## config.mk

```make
export PLATFORM = sky130hd
export DESIGN_NAME = ahb_input_stage
export DESIGN_NICKNAME = d
export VERILOG_FILES = /design/src/verilog/ahb_input_stage_pkg.sv /design/src/verilog/ahb_hold_capture.sv /design/src/verilog/ahb_wrap_tracker.sv /design/src/verilog/ahb_output_select.sv /design/src/verilog/ahb_input_stage.sv
export VERILOG_INCLUDE_DIRS = /design/src /design/src/verilog
export SDC_FILE = /design/constraint.sdc
export NUM_CORES = 1
export LEC_CHECK = 0
export BUFFER_PORTS_ARGS = -buffer_cell sky130_fd_sc_hd__buf_2
export CAP_MARGIN = 20
export CORE_ASPECT_RATIO = 1.2
export CORE_MARGIN = 4
export CORE_UTILIZATION = 50
export CTS_CLUSTER_DIAMETER = 150
export DETAILED_ROUTE_END_ITERATION = 7
export PLACE_DENSITY = 0.84
export SYNTH_ARGS = -nofsm -noshare
export SYNTH_HDL_FRONTEND = slang
export SYNTH_SLANG_ARGS = --single-unit
```

## constraint.sdc

```tcl
create_clock -name HCLK -period 3.3 [get_ports HCLK]
set_input_delay 0.495 -clock HCLK [delete_from_list [all_inputs] [get_ports HCLK]]
set_output_delay 0.495 -clock HCLK [all_outputs]
set_load 0.03 [all_outputs]
```

## src/verilog/ahb_input_stage_defines.svh

```systemverilog
`ifndef AHB_INPUT_STAGE_DEFINES_SVH
`define AHB_INPUT_STAGE_DEFINES_SVH

// ----------------------------------------------------------
// Field widths
// ----------------------------------------------------------

`define AHB_ADDR_W        32      // Byte address width
`define WRAP_OFS_W        4       // Beat index in a 16-beat window

// ----------------------------------------------------------
// HTRANS encoding
// ----------------------------------------------------------

`define AHB_TRANS_IDLE    2'b00   // No transfer
`define AHB_TRANS_BUSY    2'b01   // Master inserts a wait in a burst
`define AHB_TRANS_NONSEQ  2'b10   // First beat or single
`define AHB_TRANS_SEQ     2'b11   // Following beat of a burst

// ----------------------------------------------------------
// HBURST encoding
// ----------------------------------------------------------

`define AHB_BURST_SINGLE  3'b000
`define AHB_BURST_INCR    3'b001  // Undefined length
`define AHB_BURST_WRAP4   3'b010
`define AHB_BURST_INCR4   3'b011
`define AHB_BURST_WRAP8   3'b100
`define AHB_BURST_INCR8   3'b101
`define AHB_BURST_WRAP16  3'b110
`define AHB_BURST_INCR16  3'b111

// HRESP, only OKAY is generated locally
`define AHB_RESP_OKAY     2'b00

`endif

```

## src/verilog/ahb_input_stage_pkg.sv

```systemverilog
`default_nettype none

`include "ahb_input_stage_defines.svh"

// ----------------------------------------------------------
// Types shared by the input stage
// ----------------------------------------------------------

package ahb_input_stage_pkg;

  // Byte address on HADDR
  typedef logic [`AHB_ADDR_W-1:0] haddr_t;

  // HTRANS field
  // IDLE, BUSY, NONSEQ or SEQ
  typedef logic [1:0] htrans_t;

  // HSIZE field
  // Bytes per beat as a power of two
  typedef logic [2:0] hsize_t;

  // HBURST field
  // Single, INCR, or fixed length wrap/incr
  typedef logic [2:0] hburst_t;

  // HRESP field
  typedef logic [1:0] hresp_t;

  // Beat index inside the widest wrap window
  // Address scaled down by transfer size
  typedef logic [`WRAP_OFS_W-1:0] wrap_ofs_t;

endpackage

`default_nettype wire

```

## src/verilog/ahb_hold_capture.sv

```systemverilog
`timescale 1ns/10ps
`default_nettype none

`include "ahb_input_stage_defines.svh"

module ahb_hold_capture (
  input  wire                           HCLK,
  input  wire                           HRESETn,

  // Address phase from the input port
  input  wire                           HSELS,
  input  wire ahb_input_stage_pkg::haddr_t  HADDRS,
  input  wire ahb_input_stage_pkg::htrans_t HTRANSS,
  input  wire                           HWRITES,
  input  wire ahb_input_stage_pkg::hsize_t  HSIZES,
  input  wire ahb_input_stage_pkg::hburst_t HBURSTS,
  input  wire                           HREADYS,

  // Status from the output stage
  input  wire                           active_ip,
  input  wire                           readyout_ip,

  output logic                          load_reg,      // Capture strobe
  output logic                          pend_tran_reg, // Transfer waiting in holding reg
  output logic                          data_valid,    // Valid data phase in progress

  // Holding register
  output ahb_input_stage_pkg::haddr_t   reg_addr,
  output ahb_input_stage_pkg::htrans_t  reg_trans,
  output logic                          reg_write,
  output ahb_input_stage_pkg::hsize_t   reg_size,
  output ahb_input_stage_pkg::hburst_t  reg_burst
);

  logic addr_valid;   // Selected NONSEQ or SEQ in address phase

  // ----------------------------------------------------------
  // Load strobe
  // ----------------------------------------------------------

  assign addr_valid = HSELS & HTRANSS[1];  // BUSY and IDLE never load
  assign load_reg   = addr_valid & HREADYS; // Only when address phase completes

  // ----------------------------------------------------------
  // Holding register
  // ----------------------------------------------------------

  // Captured every accepted address phase,
  // only read back while pend_tran_reg is set
  always_ff @(posedge HCLK)
  begin
    if (load_reg)
    begin
      reg_addr  <= HADDRS;
      reg_trans <= HTRANSS;   // Original type, used for burst rewrite
      reg_write <= HWRITES;
      reg_size  <= HSIZES;
      reg_burst <= HBURSTS;
    end
  end

  // ----------------------------------------------------------
  // Pending flag
  // ----------------------------------------------------------

  always_ff @(posedge HCLK)
  begin
    if (!HRESETn)
      pend_tran_reg <= 1'b0;
    else if (load_reg && !active_ip)
      pend_tran_reg <= 1'b1;        // Output stage busy elsewhere
    else if (active_ip && readyout_ip)
      pend_tran_reg <= 1'b0;        // Held transfer accepted downstream
  end

  // ----------------------------------------------------------
  // Data phase tracking
  // ----------------------------------------------------------

  // Follows the address phase one cycle later
  // Frozen while the bus is stalled
  always_ff @(posedge HCLK)
  begin
    if (!HRESETn)
      data_valid <= 1'b0;
    else if (HREADYS)
      data_valid <= addr_valid;
  end

endmodule

`default_nettype wire

```

## src/verilog/ahb_wrap_tracker.sv

```systemverilog
`timescale 1ns/10ps
`default_nettype none

`include "ahb_input_stage_defines.svh"

module ahb_wrap_tracker (
  input  wire                           HCLK,
  input  wire                           HRESETn,
  input  wire ahb_input_stage_pkg::haddr_t  HADDRS,
  input  wire ahb_input_stage_pkg::htrans_t HTRANSS,
  input  wire ahb_input_stage_pkg::hsize_t  HSIZES,
  input  wire ahb_input_stage_pkg::hburst_t HBURSTS,
  input  wire                           HREADYS,
  input  wire                           load_reg,       // From hold capture
  input  wire                           active_ip,
  output logic                          burst_override, // Burst was broken up
  output logic                          bound           // Last beat of wrap window seen
);

  import ahb_input_stage_pkg::*;

  wrap_ofs_t offset_addr;   // Address in beats
  wrap_ofs_t check_addr;    // Beat index with unused upper bits forced
  logic      bound_next;
  logic      override_next;

  // ----------------------------------------------------------
  // Burst override
  // ----------------------------------------------------------

  always_comb
  begin
    override_next = burst_override;
    case (HTRANSS)
      `AHB_TRANS_IDLE,
      `AHB_TRANS_NONSEQ : override_next = 1'b0;   // New burst or none
      `AHB_TRANS_SEQ    : if (load_reg && !active_ip)
                            override_next = 1'b1; // Burst interrupted
      `AHB_TRANS_BUSY   : override_next = burst_override;
      default           : override_next = burst_override;
    endcase
  end

  always_ff @(posedge HCLK)
  begin
    if (!HRESETn)
      burst_override <= 1'b0;
    else if (HREADYS)
      burst_override <= override_next;
  end

  // ----------------------------------------------------------
  // Wrap boundary detection
  // ----------------------------------------------------------

  always_comb
  begin
    case (HSIZES)
      3'b001  : offset_addr = HADDRS[4:1];  // Halfword
      3'b010  : offset_addr = HADDRS[5:2];  // Word
      3'b011  : offset_addr = HADDRS[6:3];  // Doubleword
      default : offset_addr = HADDRS[3:0];  // Byte, and wider sizes as bytes
    endcase
  end

  always_comb
  begin
    case (HBURSTS)
      `AHB_BURST_WRAP4  : check_addr = {2'b11, offset_addr[1:0]};
      `AHB_BURST_WRAP8  : check_addr = {1'b1, offset_addr[2:0]};
      `AHB_BURST_WRAP16 : check_addr = offset_addr;
      `AHB_BURST_SINGLE,
      `AHB_BURST_INCR,
      `AHB_BURST_INCR4,
      `AHB_BURST_INCR8,
      `AHB_BURST_INCR16 : check_addr = '0;   // No wrap to detect
      default           : check_addr = '0;
    endcase
  end

  assign bound_next = &check_addr;   // Index at end of window

  always_ff @(posedge HCLK)
  begin
    if (!HRESETn)
      bound <= 1'b0;
    else if (HTRANSS[1] && HREADYS)  // Updated on accepted active beats
      bound <= bound_next;
  end

endmodule

`default_nettype wire

```

## src/verilog/ahb_output_select.sv

```systemverilog
`timescale 1ns/10ps
`default_nettype none

`include "ahb_input_stage_defines.svh"

module ahb_output_select (
  // Direct path
  input  wire                           HSELS,
  input  wire ahb_input_stage_pkg::haddr_t  HADDRS,
  input  wire ahb_input_stage_pkg::htrans_t HTRANSS,
  input  wire                           HWRITES,
  input  wire ahb_input_stage_pkg::hsize_t  HSIZES,
  input  wire ahb_input_stage_pkg::hburst_t HBURSTS,

  // Held path and status
  input  wire                           pend_tran_reg,
  input  wire                           data_valid,
  input  wire ahb_input_stage_pkg::haddr_t  reg_addr,
  input  wire ahb_input_stage_pkg::htrans_t reg_trans,
  input  wire                           reg_write,
  input  wire ahb_input_stage_pkg::hsize_t  reg_size,
  input  wire ahb_input_stage_pkg::hburst_t reg_burst,
  input  wire                           burst_override,
  input  wire                           bound,

  // Response from the output stage
  input  wire                           readyout_ip,
  input  wire ahb_input_stage_pkg::hresp_t  resp_ip,

  // To the output stage
  output logic                          sel_ip,
  output ahb_input_stage_pkg::haddr_t   addr_ip,
  output ahb_input_stage_pkg::htrans_t  trans_ip,
  output logic                          write_ip,
  output ahb_input_stage_pkg::hsize_t   size_ip,
  output ahb_input_stage_pkg::hburst_t  burst_ip,

  // Back to the input port
  output logic                          HREADYOUTS,
  output ahb_input_stage_pkg::hresp_t   HRESPS
);

  import ahb_input_stage_pkg::*;

  htrans_t trans_int;   // Selected type before wrap rewrite
  htrans_t transb;      // Original type of the selected transfer
  hburst_t burst_int;   // Selected burst before override

  // ----------------------------------------------------------
  // Direct or held path
  // ----------------------------------------------------------

  always_comb
  begin
    if (pend_tran_reg)
    begin
      sel_ip    = 1'b1;
      trans_int = `AHB_TRANS_NONSEQ;  // Held beat always restarts
      addr_ip   = reg_addr;
      write_ip  = reg_write;
      size_ip   = reg_size;
      burst_int = reg_burst;
      transb    = reg_trans;
    end
    else
    begin
      sel_ip    = HSELS;
      trans_int = HTRANSS;
      addr_ip   = HADDRS;
      write_ip  = HWRITES;
      size_ip   = HSIZES;
      burst_int = HBURSTS;
      transb    = HTRANSS;
    end
  end

  // SEQ to NONSEQ, BUSY to IDLE past the wrap point
  assign trans_ip = (burst_override && bound) ? {trans_int[1], 1'b0} : trans_int;

  // Rest of a broken burst goes out as INCR
  assign burst_ip = (burst_override && (transb != `AHB_TRANS_NONSEQ)) ?
                    `AHB_BURST_INCR : burst_int;

  // ----------------------------------------------------------
  // Response source
  // ----------------------------------------------------------

  always_comb
  begin
    if (!data_valid)
    begin
      HREADYOUTS = 1'b1;            // Unselected, IDLE or BUSY
      HRESPS     = `AHB_RESP_OKAY;
    end
    else if (pend_tran_reg)
    begin
      HREADYOUTS = 1'b0;            // Stall while held
      HRESPS     = `AHB_RESP_OKAY;
    end
    else
    begin
      HREADYOUTS = readyout_ip;
      HRESPS     = resp_ip;
    end
  end

endmodule

`default_nettype wire

```

## src/verilog/ahb_input_stage.sv

```systemverilog
`timescale 1ns/10ps
`default_nettype none

module ahb_input_stage (
  input  wire                           HCLK,
  input  wire                           HRESETn,

  // Input port address phase
  input  wire                           HSELS,
  input  wire ahb_input_stage_pkg::haddr_t  HADDRS,
  input  wire ahb_input_stage_pkg::htrans_t HTRANSS,
  input  wire                           HWRITES,
  input  wire ahb_input_stage_pkg::hsize_t  HSIZES,
  input  wire ahb_input_stage_pkg::hburst_t HBURSTS,
  input  wire                           HREADYS,

  // Internal response
  input  wire                           active_ip,   // Output stage serving this port
  input  wire                           readyout_ip,
  input  wire ahb_input_stage_pkg::hresp_t  resp_ip,

  // Input port response
  output logic                          HREADYOUTS,
  output ahb_input_stage_pkg::hresp_t   HRESPS,

  // To the output stage
  output logic                          sel_ip,
  output ahb_input_stage_pkg::haddr_t   addr_ip,
  output ahb_input_stage_pkg::htrans_t  trans_ip,
  output logic                          write_ip,
  output ahb_input_stage_pkg::hsize_t   size_ip,
  output ahb_input_stage_pkg::hburst_t  burst_ip,
  output logic                          held_tran_ip  // Request to the arbiter
);

  import ahb_input_stage_pkg::*;

  logic    load_reg;
  logic    pend_tran_reg;
  logic    data_valid;
  haddr_t  reg_addr;
  htrans_t reg_trans;
  logic    reg_write;
  hsize_t  reg_size;
  hburst_t reg_burst;
  logic    burst_override;
  logic    bound;

  // ----------------------------------------------------------
  // Capture, boundary tracking, output selection
  // ----------------------------------------------------------

  ahb_hold_capture u_capture (
    .HCLK, .HRESETn,
    .HSELS, .HADDRS, .HTRANSS, .HWRITES, .HSIZES, .HBURSTS, .HREADYS,
    .active_ip, .readyout_ip,
    .load_reg, .pend_tran_reg, .data_valid,
    .reg_addr, .reg_trans, .reg_write, .reg_size, .reg_burst
  );

  ahb_wrap_tracker u_wrap (
    .HCLK, .HRESETn,
    .HADDRS, .HTRANSS, .HSIZES, .HBURSTS, .HREADYS,
    .load_reg, .active_ip,
    .burst_override, .bound
  );

  ahb_output_select u_select (
    .HSELS, .HADDRS, .HTRANSS, .HWRITES, .HSIZES, .HBURSTS,
    .pend_tran_reg, .data_valid,
    .reg_addr, .reg_trans, .reg_write, .reg_size, .reg_burst,
    .burst_override, .bound,
    .readyout_ip, .resp_ip,
    .sel_ip, .addr_ip, .trans_ip, .write_ip, .size_ip, .burst_ip,
    .HREADYOUTS, .HRESPS
  );

  // Request on a new load, kept up while held
  assign held_tran_ip = load_reg | pend_tran_reg;

endmodule

`default_nettype wire

```

==> impl_metrics.tcl, run 1 <==
set metrics [dict create \
    run_status "complete, no violations" \
    cp.arrival_ns 1.97 \
    dp_hpwl_microns 3260 \
    critPathMaxStageDelay_ns 0.77 \
    grt_max_degree 42 \
    hp-class "in -> reg" \
    multi_input_area_sq_um 732 \
    antenna-diode-count 0 \
    slew_viol_final 0 \
    cts_hold_buffers 0 \
    placeableCoreArea_sq_mm 0.00400 \
    cts_tree "built" \
    final_cell_mix "buf_2 (94), edfxtp_1 (41), mux2_2 (33), inv_1 (7), clkbuf_8 (7)" \
    wirelength_microns 4260 \
    reg2reg_from "u_capture.pend_tran_reg" \
    synth-seq-cells 45 \
    cp_num_cells 3 \
    cts_buffers 5 \
    regMostFlops "u_capture.reg_addr" \
    yosysSeqAreaShare 0.618 \
    finalCritPeriodShare 0.746 \
    crit_family "flip-flops" \
    setup.worst_path.start "u_capture.pend_tran_reg" \
    cp_cell_sequence "buf_4 -> mux2_2 -> buf_2" \
    worstSetupPathType "reg -> out" \
    clk_latency_ns 0.28 \
    dr.pass1.iters 4 \
    die_h_microns 79.4 \
    grt_overflow 0 \
    dpl_cell_area_sq_mm 0.00262 \
    max_freq_mhz 406 \
    viasPerCell 5.12 \
    grt_pass1_vias 1412 \
    nets 288 \
    crit_path_end_kind "output port" \
    avgSynthCellArea_sq_um 14.8 \
    io_pins 95 \
    rows 25 \
    grt_pass1_wl_microns 6560 \
    synthCells 143 \
    final_common_cell "buf_2" \
    hold_viol 0 \
    initial_core_util 0.530 \
    drive_gt1_frac 0.592 \
    vias 1506 \
    slowest_stage "dfxtp_2" \
    track_usage 0.162 \
    crit_path_start_kind "flip-flop" \
    regArea_sq_mm 0.00131 \
    cts_max_path_buffers 2 \
    rsz0062_at_grt "no" \
    synthTopCellsByArea "edfxtp_1 (58%), mux2_2 (18%), dfxtp_1 (3.8%)" \
    design.die.area_sq_mm 0.00535 \
    cts.sinks 45 \
    leakage_nw 1.14 \
    final_antenna_net_count 0 \
    setup_violations 0 \
    dieWidth_microns 67.5 \
    ff2ff_setup_slack_ns 2.20 \
    slew_headroom 0.552 \
    cts_root_buffer "clkbuf_8" \
    clkTransAtPathRegs_ns 0.08 \
    fill_cells 327 \
    skew_ns 0 \
    reg2reg_to "u_capture.pend_tran_reg" \
    setup-tns-final_ns 0 \
    worstHoldStart "HADDRS[7]" \
    worst_pin_slew_ns 0.671 \
    area_growth_pct 28.4 \
    syn-cell-area_sq_mm 0.00212 \
    wire_per_inst_microns 14.5 \
    largest_reg_flops 32 \
    cts_setup_buffers 0 \
    ys_types 32 \
    cts_htree_levels 2 \
    worstPathMaxFanout 34 \
    cp.required_ns 2.80 \
    drc 0 \
    cts-resized-gates 0 \
    place.gp.congestion 0.788 \
    yosysTopAreaCellShare 0.580 \
    reg_top3 "u_capture.reg_addr (32), u_capture.reg_burst (3), u_capture.reg_size (3)" \
    drv_cap 0 \
    r2r_cells 2 \
    io_buffer_count 94 \
    yosys_warnings 0 \
    stdcell_area_sq_mm 0.00273 \
    antenna_found_initial 0 \
    ir_worst_vdd_mv 0.319 \
    cp_num_buf_inv 2 \
    crit_end "addr_ip[1]" \
    power_density_mw_per_mm2 453 \
    syn-num-nets 192 \
    first_iter_violations 95 \
    period_needed_ns 2.46 \
    yosys.area.top_type "edfxtp_1" \
]
[layer usage]
layer  GRT usage  vias to the layer above  part of all wire
met5           0                        -                 0
li1            -                      736                 -
met2       0.257                       68              0.48
met4      0.0365                        0                 0
met1       0.212                      702              0.42
met3      0.0566                        0              0.10
[metrics by stage]
step	hold slack, ns	power (mW)	cells	utilization	worst slack [ns]
after floorplan	0.457	0.810	143	-	1.46
after global placement	0.476	0.887	286	0.655	1.15
after detailed placement	0.485	0.891	286	0.655	1.14
after CTS	0.382	1.25	294	0.681	0.813
after global routing	0.373	1.30	294	0.681	0.698
final	0.395	1.23	294	0.681	0.837
[cells in the mapped netlist]
master and n:
edfxtp_1 41, mux2_2 33, inv_1 7, nor2b_1 6, nand2_1 5, a21oi_1 4, dfxtp_1 4, mux2i_1 4
o21ai_0 4, buf_2 3, buf_6 3, nand3b_1 3, nor2_1 3, and3b_1 2, mux2_1 2, nand3_1 2
or2_2 2, a211o_1 1, a211oi_1 1, a21boi_0 1, a41oi_1 1, clkbuf_1 1, nand2b_1 1, nand4_1 1
nand4b_1 1, nand4b_4 1, nor3b_1 1, o21ai_1 1, o21bai_1 1, o221a_2 1, o221ai_1 1, o311a_1 1
[how the worst min path moves through the flow]
| stage | to | slack [ns] | depth (start not counted) |
|---|---|---|---|
| floorplan | u_capture.data_valid | 0.46 | 2 |
| global placement | u_capture.data_valid | 0.48 | 2 |
| detailed placement | u_capture.data_valid | 0.49 | 2 |
| CTS | u_capture.reg_addr[7] | 0.38 | 1 |
| global route | u_capture.reg_addr[17] | 0.37 | 1 |
| finish | u_capture.reg_addr[7] | 0.39 | 1 |
[worst reg2reg max path, stage by stage (launching register included)]
cell and delay (ns):
dfxtp_2 0.77, a21oi_1 0.14, nor2b_1 0.13
[kinds of logic after synthesis]
kind of cell	after synthesis	synth area share
compound gates	17	0.0542
buf+inv	14	0.0371
flops	45	0.618
mux	39	0.205
simple gates	28	0.0861
[cell type report]
type / count / share of cell area
Clock buffer: 7 / 0.0354
Clock inverter: 1 / 0.00184
Inverter: 7 / 0.00964
Multi-Input combinational cell: 84 / 0.269
Sequential cell: 45 / 0.482
Tap cell: 54 / 0.0248
Timing Repair Buffer: 96 / 0.178
[power breakdown]
group	leakage (nW)	internal, mW	switching (mW)	total, mW
clock	0.0542	0.189	0.168	0.357
sequential	0.409	0.650	0.0101	0.660
combinational	0.672	0.0820	0.135	0.216
total	1.14	0.921	0.313	1.23
(Power assumes the default switching activity.)
==> inputs of run 2 (changes only) <==
--- a/config.mk
+++ b/config.mk
@@ -6,14 +6,15 @@
 export SDC_FILE = /design/constraint.sdc
 export NUM_CORES = 1
 export LEC_CHECK = 0
+export ABC_AREA = 1
 export BUFFER_PORTS_ARGS = -buffer_cell sky130_fd_sc_hd__buf_2
 export CAP_MARGIN = 20
 export CORE_ASPECT_RATIO = 1.2
 export CORE_MARGIN = 4
-export CORE_UTILIZATION = 50
+export CORE_UTILIZATION = 42
 export CTS_CLUSTER_DIAMETER = 150
 export DETAILED_ROUTE_END_ITERATION = 7
-export PLACE_DENSITY = 0.84
+export PLACE_DENSITY = 0.75
 export SYNTH_ARGS = -nofsm -noshare
 export SYNTH_HDL_FRONTEND = slang
 export SYNTH_SLANG_ARGS = --single-unit
==> constraint.sdc (replaced) <==
create_clock -name HCLK -period 2.05 [get_ports HCLK]
set_input_delay 0.3075 -clock HCLK [delete_from_list [all_inputs] [get_ports HCLK]]
set_output_delay 0.3075 -clock HCLK [all_outputs]
set_load 0.03 [all_outputs]
==> run 2 against run 1 <==
Non-clock buffer count rose by 3; die area up 19%; total power grew 57%; sequential share of layout area down 1.1 points; sequential cell count is the same; final area grew 2.2%; via count is 28% higher; worst setup slack got worse by 0.60 ns; global-route usage decreased by 0.86 points; routed wire length is 15% higher; count of clock-buffer cells in the layout did not move; register-to-register slack worse by 0.83 ns.
==> impl_metrics.tcl, run 2 <==
set metrics [dict create \
    run_status "complete, no violations" \
    area_growth_pct 28.5 \
    cp.required_ns 1.74 \
    power_density_mw_per_mm2 696 \
    yosys.area.top_type "edfxtp_1" \
    finalCritPeriodShare 0.882 \
    crit_path_start_kind "flip-flop" \
    track_usage 0.153 \
    grt_pass1_vias 1727 \
    slowest_stage "dfxtp_2" \
    final_common_cell "nand2_1" \
    cp.arrival_ns 1.50 \
    final_antenna_net_count 0 \
    setup.worst_path.start "u_capture.pend_tran_reg" \
    cp_cell_sequence "or2_1 -> a31oi_1 -> a211o_1 -> buf_2" \
    setup-tns-final_ns 0 \
    dr.pass1.iters 4 \
    synth.most_common_cell "nand2_1" \
    grt_pass1_wl_microns 7600 \
    final_cell_mix "nand2_1 (106), buf_2 (94), edfxtp_1 (41), inv_1 (18), nor2_1 (16)" \
    clkTransAtPathRegs_ns 0.08 \
    max_freq_mhz 553 \
    clk_latency_ns 0.28 \
    wirelength_microns 4880 \
    fill_cells 468 \
    placeableCoreArea_sq_mm 0.00497 \
    regArea_sq_mm 0.00131 \
    grt_overflow 0 \
    synth_ff_type "edfxtp_1" \
    leakage_nw 1.33 \
    worstSetupPathType "reg -> out" \
    hold_viol 0 \
    slew_viol_final 0 \
    vias 1926 \
    crit_path_end_kind "output port" \
    multi_input_area_sq_um 732 \
    cts_tree "built" \
    avgSynthCellArea_sq_um 8.89 \
    ys_types 21 \
    critPathMaxStageDelay_ns 0.35 \
    grt_max_degree 42 \
    rsz0062_at_grt "no" \
    ys_async_sr_fraction 0 \
    holdWs_ns 0.210 \
    cts_hold_buffers 0 \
    syn-num-nets 293 \
    yosys_warnings 0 \
    worst_pin_slew_ns 0.519 \
    cts-resized-gates 0 \
    viasPerCell 4.80 \
    dp_hpwl_microns 3650 \
    yosysSeqAreaShare 0.605 \
    synthTopCellsByCount "nand2_1 (106), edfxtp_1 (41), inv_1 (18), nor2_1 (17), nand3_1 (14)" \
    cts_max_path_buffers 2 \
    place.gp.congestion 0.784 \
    wire_per_inst_microns 12.2 \
    cts_htree_levels 2 \
    dieWidth_microns 73.6 \
    synthTopCellsByArea "edfxtp_1 (57%), nand2_1 (18%), dfxtp_1 (3.7%)" \
    skew_ns 0 \
    first_iter_violations 75 \
    die_h_microns 86.7 \
    cts_root_buffer "clkbuf_8" \
    io_pins 95 \
    reg_top3 "u_capture.reg_addr (32), u_capture.reg_burst (3), u_capture.reg_size (3)" \
    drive_gt1_frac 0.340 \
    antenna-diode-count 0 \
    nets 389 \
    synth_edf_count 41 \
    synthCells 244 \
    drv_cap 0 \
    hp-class "in -> reg" \
    largest_reg_flops 32 \
    rows 28 \
    design.die.area_sq_mm 0.00638 \
    final_core_util 0.560 \
    period_needed_ns 1.81 \
    worstPathMaxFanout 7 \
    regMostFlops "u_capture.reg_addr" \
    drc 0 \
    worstHoldStart "HADDRS[0]" \
    slew_headroom 0.654 \
    io_buffer_count 94 \
    yosysTopAreaCellShare 0.568 \
    antenna_found_initial 0 \
    ir_worst_vdd_mv 0.298 \
    syn-cell-area_sq_mm 0.00217 \
    synth-seq-cells 45 \
    setup_violations 0 \
    cts_buffers 5 \
    cts.sinks 45 \
    cts_setup_buffers 0 \
    initial_core_util 0.436 \
    reg2reg_from "u_wrap.burst_override" \
]
run 2: stage by stage:
stage | cell area, sq um | power, mW | worst slack (ns) | instances
3_3_place_gp | 2710 | 1.45 | 0.491 | 393
2_1_floorplan | 2180 | 1.31 | 0.277 | 244
3_5_place_dp | 2710 | 1.46 | 0.455 | 393
4_1_cts | 2790 | 1.96 | 0.217 | 401
5_1_grt | 2790 | 2.04 | 0.148 | 401
6_report | 2790 | 1.94 | 0.242 | 401
run 2: final cells by class:
cell class / count / share of cell area
Multi-Input combinational cell: 168 / 0.263
Clock inverter: 1 / 0.00135
Sequential cell: 45 / 0.471
Inverter: 21 / 0.0283
Clock buffer: 7 / 0.0274
Tap cell: 60 / 0.0269
Timing Repair Buffer: 99 / 0.182
run 2: routing by layer:
layer	share of wire	GRT usage	up-vias
met3	0.067	0.0290	2
met4	0.0029	0.0511	0
li1	-	-	986
met2	0.49	0.258	75
met5	0	0	-
met1	0.44	0.197	863
run 2: cells by family after synthesis:
logic type	synth area share
buffers and inverters	0.0612
AOI/OAI and AO/OA	0.0635
DFF	0.605
and+or+nand+nor	0.271
run 2: worst paths after layout:
path | to | slack, ns | cells after the start
setup / recovery | burst_ip[0] | 0.24 | 4
hold / removal | u_capture.reg_addr[0] | 0.21 | 1
setup reg to reg | u_wrap.burst_override | 1.37 | 1
hold reg to reg | u_capture.data_valid | 0.49 | 2
run 2: critical path, delay by kind of cell (launching register included):
family	cells	cell delay, ns
compound gates	2	0.45
buf+inv	1	0.19
flops	1	0.35
simple gates	1	0.23
run 2: power breakdown:
group | switching, mW | internal (mW) | total [mW]
logic | 0.263 | 0.115 | 0.378
clock network | 0.267 | 0.237 | 0.504
registers | 0.0117 | 1.05 | 1.06
total | 0.541 | 1.40 | 1.94
